`config.mk`:
```
export PLATFORM = sky130hd
export DESIGN_NAME = video_top
export DESIGN_NICKNAME = d
export VERILOG_FILES = /design/src/common/video_pkg.sv /design/src/video_composite/video_modulator.sv /design/src/video_composite/video_composite.sv /design/src/source/video_line_fetch.sv /design/src/source/video_top.sv
export SDC_FILE = /design/constraint.sdc
export NUM_CORES = 2
export LEC_CHECK = 0
export BUFFER_PORTS_ARGS = -buffer_cell sky130_fd_sc_hd__buf_2
export CORE_UTILIZATION = 35
export DETAILED_ROUTE_END_ITERATION = 8
export SLEW_MARGIN = 20
export SYNTH_ARGS = -nofsm -noshare
export SYNTH_HDL_FRONTEND = slang
export SYNTH_HIERARCHICAL = 1
export SYNTH_SLANG_ARGS = --single-unit
export TNS_END_PERCENT = 100
```
`constraint.sdc`:
```
create_clock -name clk -period 10.82 [get_ports clk]
set_clock_uncertainty 0.05 [all_clocks]
set_input_delay 0.541 -clock clk [delete_from_list [all_inputs] [get_ports clk]]
set_output_delay 0.541 -clock clk [all_outputs]
set_load 0.1 [all_outputs]
```
`src/common/video_pkg.sv`:
```
package video_pkg;

    // horizontal timing in pixel clocks
    localparam int H_SYNC            = 118;
    localparam int H_BACK_PORCH      = 152;
    localparam int H_ACTIVE          = 1280;
    localparam int H_FRONT_PORCH     = 38;
    localparam int H_TOTAL           = H_SYNC + H_BACK_PORCH + H_ACTIVE + H_FRONT_PORCH;
    localparam int H_HALF            = H_TOTAL / 2;
    localparam int H_ACT_FIRST       = H_SYNC + H_BACK_PORCH;
    localparam int H_VSYNC_PULSE_LEN = 678;
    localparam int H_EQ_PULSE_LEN    = 58;
    localparam int H_BURST_START     = 132;
    localparam int H_BURST_END       = 196;

    // vertical timing in half-lines
    localparam int V_TOTAL       = 1050;
    localparam int V_FIELD0_LAST = 524;
    localparam int V_SYNC0_FIRST = 6;
    localparam int V_SYNC1_FIRST = 531;
    localparam int V_BLOCK_LEN   = 6;
    localparam int V_ACT0_FIRST  = 42;
    localparam int V_ACT0_LAST   = 521;
    localparam int V_ACT1_FIRST  = 568;
    localparam int V_ACT1_LAST   = 1047;

    // widths and sizes
    localparam int HCNT_W      = 11;
    localparam int VCNT_W      = 11;
    localparam int FLINE_W     = 9;
    localparam int PIX_DIV     = 4;
    localparam int PIX_PHASE_W = 2;
    localparam int LINE_PIXELS = 320;
    localparam int PIX_ADDR_W  = 9;
    localparam int PAL_ENTRIES = 16;
    localparam int PAL_ADDR_W  = 4;
    localparam int RGB_W       = 4;
    localparam int LEVEL_W     = 6;

    // output levels
    localparam int LUMA_SYNC   = 0;
    localparam int LUMA_BLANK  = 16;
    localparam int CHROMA_ZERO = 32;
    localparam int BURST_AMP   = 8;

    // 227.5 subcarrier cycles per line: round(227.5 * 2^16 / H_TOTAL)
    localparam int SC_PHASE_W = 16;
    localparam int SC_STEP    = 9389;

endpackage

```
`src/video_composite/video_modulator.sv`:
```
`timescale 1ns/1ps

module video_modulator (
    input  logic                          clk,
    input  logic                          rst,
    input  logic [video_pkg::RGB_W-1:0]   r,
    input  logic [video_pkg::RGB_W-1:0]   g,
    input  logic [video_pkg::RGB_W-1:0]   b,
    input  logic                          color_burst,
    input  logic                          active,
    input  logic                          sync_n_in,
    output logic [video_pkg::LEVEL_W-1:0] luma,
    output logic [video_pkg::LEVEL_W-1:0] chroma
);
    import video_pkg::*;

    // 16-step sine scaled to +-8
    function automatic logic signed [4:0] sine16(input logic [3:0] idx);
        logic signed [4:0] s;
        case (idx)
            4'd0:    s = 5'sd0;
            4'd1:    s = 5'sd3;
            4'd2:    s = 5'sd6;
            4'd3:    s = 5'sd7;
            4'd4:    s = 5'sd8;
            4'd5:    s = 5'sd7;
            4'd6:    s = 5'sd6;
            4'd7:    s = 5'sd3;
            4'd8:    s = 5'sd0;
            4'd9:    s = -5'sd3;
            4'd10:   s = -5'sd6;
            4'd11:   s = -5'sd7;
            4'd12:   s = -5'sd8;
            4'd13:   s = -5'sd7;
            4'd14:   s = -5'sd6;
            default: s = -5'sd3;
        endcase
        return s;
    endfunction

    logic [SC_PHASE_W-1:0] sc_phase;
    logic [3:0]            sc_idx;
    logic signed [4:0]     sin_v;
    logic signed [4:0]     cos_v;
    logic [7:0]            y_sum;
    logic signed [5:0]     u_diff;
    logic signed [5:0]     v_diff;
    logic signed [11:0]    mix;
    logic signed [11:0]    burst_offs;
    logic [LEVEL_W-1:0]    luma_d;
    logic [LEVEL_W-1:0]    chroma_d;

    always_ff @(posedge clk or posedge rst) begin
        if (rst) begin
            sc_phase <= '0;
        end else begin
            sc_phase <= sc_phase + SC_PHASE_W'(SC_STEP);
        end
    end

    assign sc_idx = sc_phase[SC_PHASE_W-1 -: 4];
    assign sin_v  = sine16(sc_idx);
    assign cos_v  = sine16(sc_idx + 4'd4);

    always_comb begin
        // weighted luma, max 120
        y_sum  = 8'(r) * 8'd2 + 8'(g) * 8'd5 + 8'(b);
        u_diff = $signed({2'b00, b}) - $signed({2'b00, y_sum[6:3]});
        v_diff = $signed({2'b00, r}) - $signed({2'b00, y_sum[6:3]});
        mix    = u_diff * sin_v + v_diff * cos_v;
        burst_offs = 12'(BURST_AMP * sin_v);

        if (!sync_n_in) begin
            luma_d = LEVEL_W'(LUMA_SYNC);
        end else if (!active) begin
            luma_d = LEVEL_W'(LUMA_BLANK);
        end else begin
            luma_d = LEVEL_W'(LUMA_BLANK + (y_sum >> 2));
        end

        // burst sits on the -U axis
        if (color_burst) begin
            chroma_d = LEVEL_W'(CHROMA_ZERO - (burst_offs >>> 3));
        end else if (active) begin
            chroma_d = LEVEL_W'(CHROMA_ZERO + (mix >>> 3));
        end else begin
            chroma_d = LEVEL_W'(CHROMA_ZERO);
        end
    end

    always_ff @(posedge clk or posedge rst) begin
        if (rst) begin
            luma   <= LEVEL_W'(LUMA_SYNC);
            chroma <= LEVEL_W'(CHROMA_ZERO);
        end else begin
            luma   <= luma_d;
            chroma <= chroma_d;
        end
    end

    assert property (@(posedge clk) disable iff (rst) !(active && color_burst));

endmodule

```
`src/video_composite/video_composite.sv`:
```
`timescale 1ns/1ps

module video_composite (
    input  logic                            rst,
    input  logic                            clk,
    input  logic [3*video_pkg::RGB_W-1:0]   palette_rgb_data,

    output logic                            next_frame,
    output logic                            next_line,
    output logic                            next_pixel,
    output logic                            vblank_pulse,
    output logic                            current_field,

    output logic [video_pkg::LEVEL_W-1:0]   luma,
    output logic [video_pkg::LEVEL_W-1:0]   chroma,

    output logic [video_pkg::RGB_W-1:0]     rgb_r,
    output logic [video_pkg::RGB_W-1:0]     rgb_g,
    output logic [video_pkg::RGB_W-1:0]     rgb_b,
    output logic                            rgb_sync_n
);
    import video_pkg::*;

    logic [HCNT_W-1:0]  hcnt;
    logic [VCNT_W-1:0]  vcnt;
    logic [FLINE_W-1:0] field_line_cnt;
    logic               field;
    logic               next_frame_r;
    logic               current_field_r;
    logic               mod_sync_n;

    // horizontal windows
    logic h_hsync_pulse;
    logic h_vsync_pulse;
    logic h_eq_pulse;
    logic h_burst;
    logic h_active;
    logic h_last;
    logic h_half_last;

    assign h_hsync_pulse = (hcnt < H_SYNC);
    assign h_vsync_pulse = (hcnt < H_VSYNC_PULSE_LEN) ||
                           (hcnt >= H_HALF && hcnt < H_HALF + H_VSYNC_PULSE_LEN);
    assign h_eq_pulse    = (hcnt < H_EQ_PULSE_LEN) ||
                           (hcnt >= H_HALF && hcnt < H_HALF + H_EQ_PULSE_LEN);
    assign h_burst       = (hcnt >= H_BURST_START && hcnt < H_BURST_END);
    assign h_active      = (hcnt >= H_ACT_FIRST && hcnt < H_ACT_FIRST + H_ACTIVE);
    assign h_last        = (hcnt == H_TOTAL - 1);
    assign h_half_last   = (hcnt == H_HALF - 1) || h_last;

    // vertical regions, each sync block framed by an equalisation block on both sides
    logic v_sync;
    logic v_eq;
    logic v_active;
    logic v_pre_active;
    logic v_last;
    logic v_field0_last;

    assign v_sync = (vcnt >= V_SYNC0_FIRST && vcnt < V_SYNC0_FIRST + V_BLOCK_LEN) ||
                    (vcnt >= V_SYNC1_FIRST && vcnt < V_SYNC1_FIRST + V_BLOCK_LEN);

    assign v_eq =
        (vcnt >= V_SYNC0_FIRST - V_BLOCK_LEN && vcnt < V_SYNC0_FIRST) ||
        (vcnt >= V_SYNC0_FIRST + V_BLOCK_LEN && vcnt < V_SYNC0_FIRST + 2 * V_BLOCK_LEN) ||
        (vcnt >= V_SYNC1_FIRST - V_BLOCK_LEN && vcnt < V_SYNC1_FIRST) ||
        (vcnt >= V_SYNC1_FIRST + V_BLOCK_LEN && vcnt < V_SYNC1_FIRST + 2 * V_BLOCK_LEN);

    assign v_active = (vcnt >= V_ACT0_FIRST && vcnt <= V_ACT0_LAST) ||
                      (vcnt >= V_ACT1_FIRST && vcnt <= V_ACT1_LAST);

    // half-line just before the first active line of a field
    assign v_pre_active  = (vcnt == V_ACT0_FIRST - 1) || (vcnt == V_ACT1_FIRST - 1);
    assign v_last        = (vcnt == V_TOTAL - 1);
    assign v_field0_last = (vcnt == V_FIELD0_LAST);

    always_ff @(posedge clk or posedge rst) begin
        if (rst) begin
            hcnt <= '0;
            vcnt <= '0;
        end else begin
            hcnt <= h_last ? '0 : hcnt + 1'b1;
            if (h_half_last) begin
                vcnt <= v_last ? '0 : vcnt + 1'b1;
            end
        end
    end

    // field parity and line count within the field
    always_ff @(posedge clk or posedge rst) begin
        if (rst) begin
            field          <= 1'b0;
            field_line_cnt <= '0;
        end else if (h_half_last && v_last) begin
            field          <= 1'b0;
            field_line_cnt <= '0;
        end else if (h_half_last && v_field0_last) begin
            field          <= 1'b1;
            field_line_cnt <= '0;
        end else if (h_last) begin
            field_line_cnt <= field_line_cnt + 1'b1;
        end
    end

    // arm at end of the pre-active line, fire with the next line strobe
    always_ff @(posedge clk or posedge rst) begin
        if (rst) begin
            next_frame_r    <= 1'b0;
            current_field_r <= 1'b0;
        end else if (h_last && v_pre_active) begin
            next_frame_r    <= 1'b1;
            current_field_r <= field;
        end else if (next_line) begin
            next_frame_r    <= 1'b0;
        end
    end

    assign next_line     = (hcnt == H_ACT_FIRST - 1);
    assign next_pixel    = h_active;
    assign next_frame    = next_frame_r && next_line;
    assign current_field = current_field_r;
    assign vblank_pulse  = h_half_last && (v_field0_last || v_last);

    always_comb begin
        if (v_sync) begin
            mod_sync_n = !h_vsync_pulse;
        end else if (v_eq) begin
            mod_sync_n = !h_eq_pulse;
        end else begin
            mod_sync_n = !h_hsync_pulse;
        end
    end

    assign rgb_r      = palette_rgb_data[3*RGB_W-1:2*RGB_W];
    assign rgb_g      = palette_rgb_data[2*RGB_W-1:RGB_W];
    assign rgb_b      = palette_rgb_data[RGB_W-1:0];
    assign rgb_sync_n = mod_sync_n;

    video_modulator u_modulator (
        .clk         (clk),
        .rst         (rst),
        .r           (rgb_r),
        .g           (rgb_g),
        .b           (rgb_b),
        .color_burst (v_active && h_burst),
        .active      (v_active && h_active),
        .sync_n_in   (mod_sync_n),
        .luma        (luma),
        .chroma      (chroma)
    );

    assert property (@(posedge clk) disable iff (rst) hcnt < H_TOTAL);
    assert property (@(posedge clk) disable iff (rst) vcnt < V_TOTAL);

    // both fields hold the same number of full-line ends
    assert property (@(posedge clk) disable iff (rst)
        vblank_pulse |-> field_line_cnt == FLINE_W'(V_FIELD0_LAST / 2));

endmodule

```
`src/source/video_line_fetch.sv`:
```
`timescale 1ns/1ps

module video_line_fetch (
    input  logic                                clk,
    input  logic                                rst,
    input  logic                                buf_wr_en,
    input  logic [video_pkg::PIX_ADDR_W-1:0]    buf_wr_addr,
    input  logic [video_pkg::PAL_ADDR_W-1:0]    buf_wr_index,
    input  logic                                pal_wr_en,
    input  logic [video_pkg::PAL_ADDR_W-1:0]    pal_wr_addr,
    input  logic [3*video_pkg::RGB_W-1:0]       pal_wr_data,
    input  logic                                next_line,
    input  logic                                next_pixel,
    output logic [3*video_pkg::RGB_W-1:0]       palette_rgb_data
);
    import video_pkg::*;

    logic [PAL_ADDR_W-1:0]  index_mem [LINE_PIXELS];
    logic [3*RGB_W-1:0]     pal_mem   [PAL_ENTRIES];
    logic [PIX_ADDR_W-1:0]  col;
    logic [PIX_PHASE_W-1:0] phase;

    always_ff @(posedge clk) begin
        if (buf_wr_en) begin
            index_mem[buf_wr_addr] <= buf_wr_index;
        end
        if (pal_wr_en) begin
            pal_mem[pal_wr_addr] <= pal_wr_data;
        end
    end

    // column walk, PIX_DIV clocks per stored pixel
    always_ff @(posedge clk or posedge rst) begin
        if (rst) begin
            col   <= '0;
            phase <= '0;
        end else if (next_line) begin
            col   <= '0;
            phase <= '0;
        end else if (next_pixel) begin
            phase <= phase + 1'b1;
            if (phase == PIX_PHASE_W'(PIX_DIV - 1)) begin
                col <= col + 1'b1;
            end
        end
    end

    // palette lookup, blank outside the pixel window
    always_ff @(posedge clk or posedge rst) begin
        if (rst) begin
            palette_rgb_data <= '0;
        end else if (next_pixel) begin
            palette_rgb_data <= pal_mem[index_mem[col]];
        end else begin
            palette_rgb_data <= '0;
        end
    end

    // pixel window must not outrun the stored line
    assert property (@(posedge clk) disable iff (rst) next_pixel |-> col < LINE_PIXELS);

endmodule

```
`src/source/video_top.sv`:
```
`timescale 1ns/1ps

module video_top (
    input  logic                             clk,
    input  logic                             rst,
    input  logic                             buf_wr_en,
    input  logic [video_pkg::PIX_ADDR_W-1:0] buf_wr_addr,
    input  logic [video_pkg::PAL_ADDR_W-1:0] buf_wr_index,
    input  logic                             pal_wr_en,
    input  logic [video_pkg::PAL_ADDR_W-1:0] pal_wr_addr,
    input  logic [3*video_pkg::RGB_W-1:0]    pal_wr_data,
    output logic                             next_frame,
    output logic                             next_line,
    output logic                             next_pixel,
    output logic                             vblank_pulse,
    output logic                             current_field,
    output logic [video_pkg::LEVEL_W-1:0]    luma,
    output logic [video_pkg::LEVEL_W-1:0]    chroma,
    output logic [video_pkg::RGB_W-1:0]      rgb_r,
    output logic [video_pkg::RGB_W-1:0]      rgb_g,
    output logic [video_pkg::RGB_W-1:0]      rgb_b,
    output logic                             rgb_sync_n
);
    import video_pkg::*;

    // registered palette colour from fetch to timing block
    logic [3*RGB_W-1:0] palette_rgb_data;

    video_line_fetch u_fetch (
        .clk              (clk),
        .rst              (rst),
        .buf_wr_en        (buf_wr_en),
        .buf_wr_addr      (buf_wr_addr),
        .buf_wr_index     (buf_wr_index),
        .pal_wr_en        (pal_wr_en),
        .pal_wr_addr      (pal_wr_addr),
        .pal_wr_data      (pal_wr_data),
        .next_line        (next_line),
        .next_pixel       (next_pixel),
        .palette_rgb_data (palette_rgb_data)
    );

    video_composite u_composite (
        .rst              (rst),
        .clk              (clk),
        .palette_rgb_data (palette_rgb_data),
        .next_frame       (next_frame),
        .next_line        (next_line),
        .next_pixel       (next_pixel),
        .vblank_pulse     (vblank_pulse),
        .current_field    (current_field),
        .luma             (luma),
        .chroma           (chroma),
        .rgb_r            (rgb_r),
        .rgb_g            (rgb_g),
        .rgb_b            (rgb_b),
        .rgb_sync_n       (rgb_sync_n)
    );

endmodule

```
==> results.ini <==
[route]
dr_total_vias = 35100
drt_first_pass_iters = 5
wire_per_inst_um = 25.9
wirelength_mm = 167
ant_nets = 0
drc = 0
drt_iter0_markers = 3591
via_per_inst = 5.46

[cts]
clk_latency_ns = 0.83
cts_max_level = 4
cts.sinks = 1548
cts_made_buffers = 156
cts_buffer_depth = 3
cts_setup_buffers = 0
ctsRootBufferMaster = clkbuf_16
cts_tree = done
clk_pin_slew_ns = 0.06

[power_and_ir_drop]
p_per_area_nw_per_um2 = 165
ir_drop_mv = 0.165
leakage_uw = 0.0229
total_power_uw = 12100

[die]
die_y_um = 434
rows = 158
die_w_um = 434
core_area_sq_um = 185000
start_util = 0.353
dieArea_sq_um = 189000
io_pins = 63

[grt]
gr-total-overflow = 0
grt_pass1_vias = 35000
grtUsageTotal = 0.177
grt_first_pass_wirelength_mm = 244
grt_max_degree = 159
antenna_found_initial = 2

[sta]
slew_headroom = 0.215
fmax_mhz = 116
fin_crit_ns = 8.64
setup_viol = 0
hold_viol = 0
fin_crit_sh = 0.798
slew_violations = 0
finalSetupTns_ns = 0
rsz0062_at_grt = no
worst_pin_slew_ns = 1.17

[logic_synthesis]
synth_flop_cell = edfxtp_1
synth_top_area_cell = edfxtp_1
avgSynthCellArea_sq_um = 17.3
synth_cells = 3780
synth.cell_area_sq_um = 65400
synthDistinctLibCells = 101
synth_seq_cells = 1548
synth_top_area_frac = 0.676
synth_nets = 3914
synth_edf_count = 1472
async_flop_share = 0.0491
yosysSeqAreaShare = 0.705
yosys_warnings = 6
synth_area_leaders = edfxtp_1, mux4_2, mux2i_1, dfrtp_1, nor2_1

[setup_path]
path_max_fanout = 5
critPathArrivalTime_ns = 9.28
critPathMostFrequentCell = fa_1
cp.required_ns = 11.46
crit_type = flip-flop to flip-flop
critPathLaunchType = flip-flop
worstSetupStartpoint = u_fetch/palette_rgb_data[5]
rr_startpoint = u_fetch/palette_rgb_data[5]
endpoint_kind = flip-flop
slowest_stage = fa_1
cp_slowest_stage_delay_ns = 0.53

[min_path]
hold_class = input pin to flip-flop
hp-start = pal_wr_data[1]

[layout]
nets = 3971
drive_gt1_frac = 0.190
final_util = 0.395
antenna_cells = 0
area_growth_pct = 12.1

[outcome]
status = finished clean

[placement]
routabilityCongestion = 0.838
port_buffers = 62
dpl.hpwl_mm = 101

[run]
maxCapViolCount = 0

==> layout make-up <==
cell class                      count  area, sq um
Clock inverter                     86          976
Multi-Input combinational cell   1889        17600
Timing Repair Buffer              139         1030
Tap cell                         2480         3100
Fill cell                       16900       112000
Clock buffer                      195         4090
Sequential cell                  1548        46100
Inverter                          103          387
==> metal layers <==
layer / wire, um / track usage / up-vias
met3: 11300 / 0.0262 / 271
li1: - / - / 15000
met4: 4740 / 0.0565 / 2
met2: 81100 / 0.287 / 1367
met5: 11 / 0 / -
met1: 70000 / 0.245 / 18500
==> Yosys cell counts, drive strengths merged (17+ instances only) <==
master  count
edfxtp   1472
nor2      417
mux4      280
mux2i     192
nand2     139
buf       127
clkbuf    112
inv       101
dfrtp      75
nand3      64
a22oi      54
ha         54
a21oi      48
o22ai      48
fa         47
mux2       46
o21ai      44
nor2b      42
xnor2      37
a211oi     36
nor3       29
nor4       29
xor2       20
nand3b     17
==> cells in the final DEF (no fill, tap or decap), types with 59 or more instances in the layout <==
master / count
mux4_2: 280
dfrtp_1: 70
edfxtp_1: 1472
nand3_1: 59
nor2_1: 410
buf_4: 69
clkbuf_16: 156
mux2i_1: 192
nand2_1: 130
inv_1: 96
==> registers in the layout, indices dropped and copies added, names as in the netlist <==
name	cells
u_composite/field	1
u_fetch/phase	2
u_fetch/palette_rgb_data	12
u_composite/hcnt	11
u_fetch/pal_mem	192
u_composite/vcnt	11
u_fetch/col	9
u_composite/u_modulator/sc_phase	16
u_composite/current_field	1
u_composite/u_modulator/luma	6
u_fetch/index_mem	1280
u_composite/u_modulator/chroma	6
u_composite/next_frame_r	1
==> kinds of logic after synthesis <==
group / share of synthesized area
fa+ha+maj: 0.0249
flops: 0.705
xor+xnor: 0.00809
buf+inv: 0.0275
simple gates: 0.0603
compound gates: 0.0403
mux: 0.134
==> timing repair <==
action                                 4_1_cts  5_1_grt
endpoints found under the hold margin       26        0
gates resized for setup                      0        0
hold buffers                                 1        0
==> critical path, delay by kind of cell, from the launching register on <==
family,cells,cell delay [ns]
AOI/OAI and AO/OA,5,1.09
xor gates and xnor gates,4,0.77
DFF,1,0.41
adders and majority gates,11,4.90
buffers and inverters,8,0.61
and+or+nand+nor,3,0.68
==> final timing paths <==
path                       slack [ns]  depth (start not counted)                                   to
hold reg to reg                  0.43                          1  u_composite/u_modulator/sc_phase[0]
min in group asynchronous        0.35                          3                  u_composite/hcnt[1]
max in group asynchronous        9.75                          3                       u_fetch/col[0]
setup reg to reg                 2.18                         31    u_composite/u_modulator/chroma[5]
hold / removal                   0.07                          1                u_fetch/pal_mem[4][1]
setup / recovery                 2.18                         31    u_composite/u_modulator/chroma[5]
==> power by group <==
group	internal (uW)	switching, uW	leakage, uW
logic	20.8	143	0.00624
registers	6580	4.25	0.0142
clock network	3020	2340	0.00246
total	9620	2490	0.0229
==> through the flow <==
stage / hold WS [ns] / instance area, sq um / worst slack [ns] / cells
3_3_place_gp: 0.419 / 68200 / 2.33 / 6157
5_1_grt: 0.0575 / 73300 / 1.65 / 6440
2_1_floorplan: 0.394 / 65400 / 2.90 / 3780
6_report: 0.0719 / 73300 / 2.18 / 6440
3_5_place_dp: 0.429 / 68200 / 2.25 / 6157
4_1_cts: 0.0281 / 73300 / 2.18 / 6439
No activity file was read; power rests on OpenSTA's default activity.
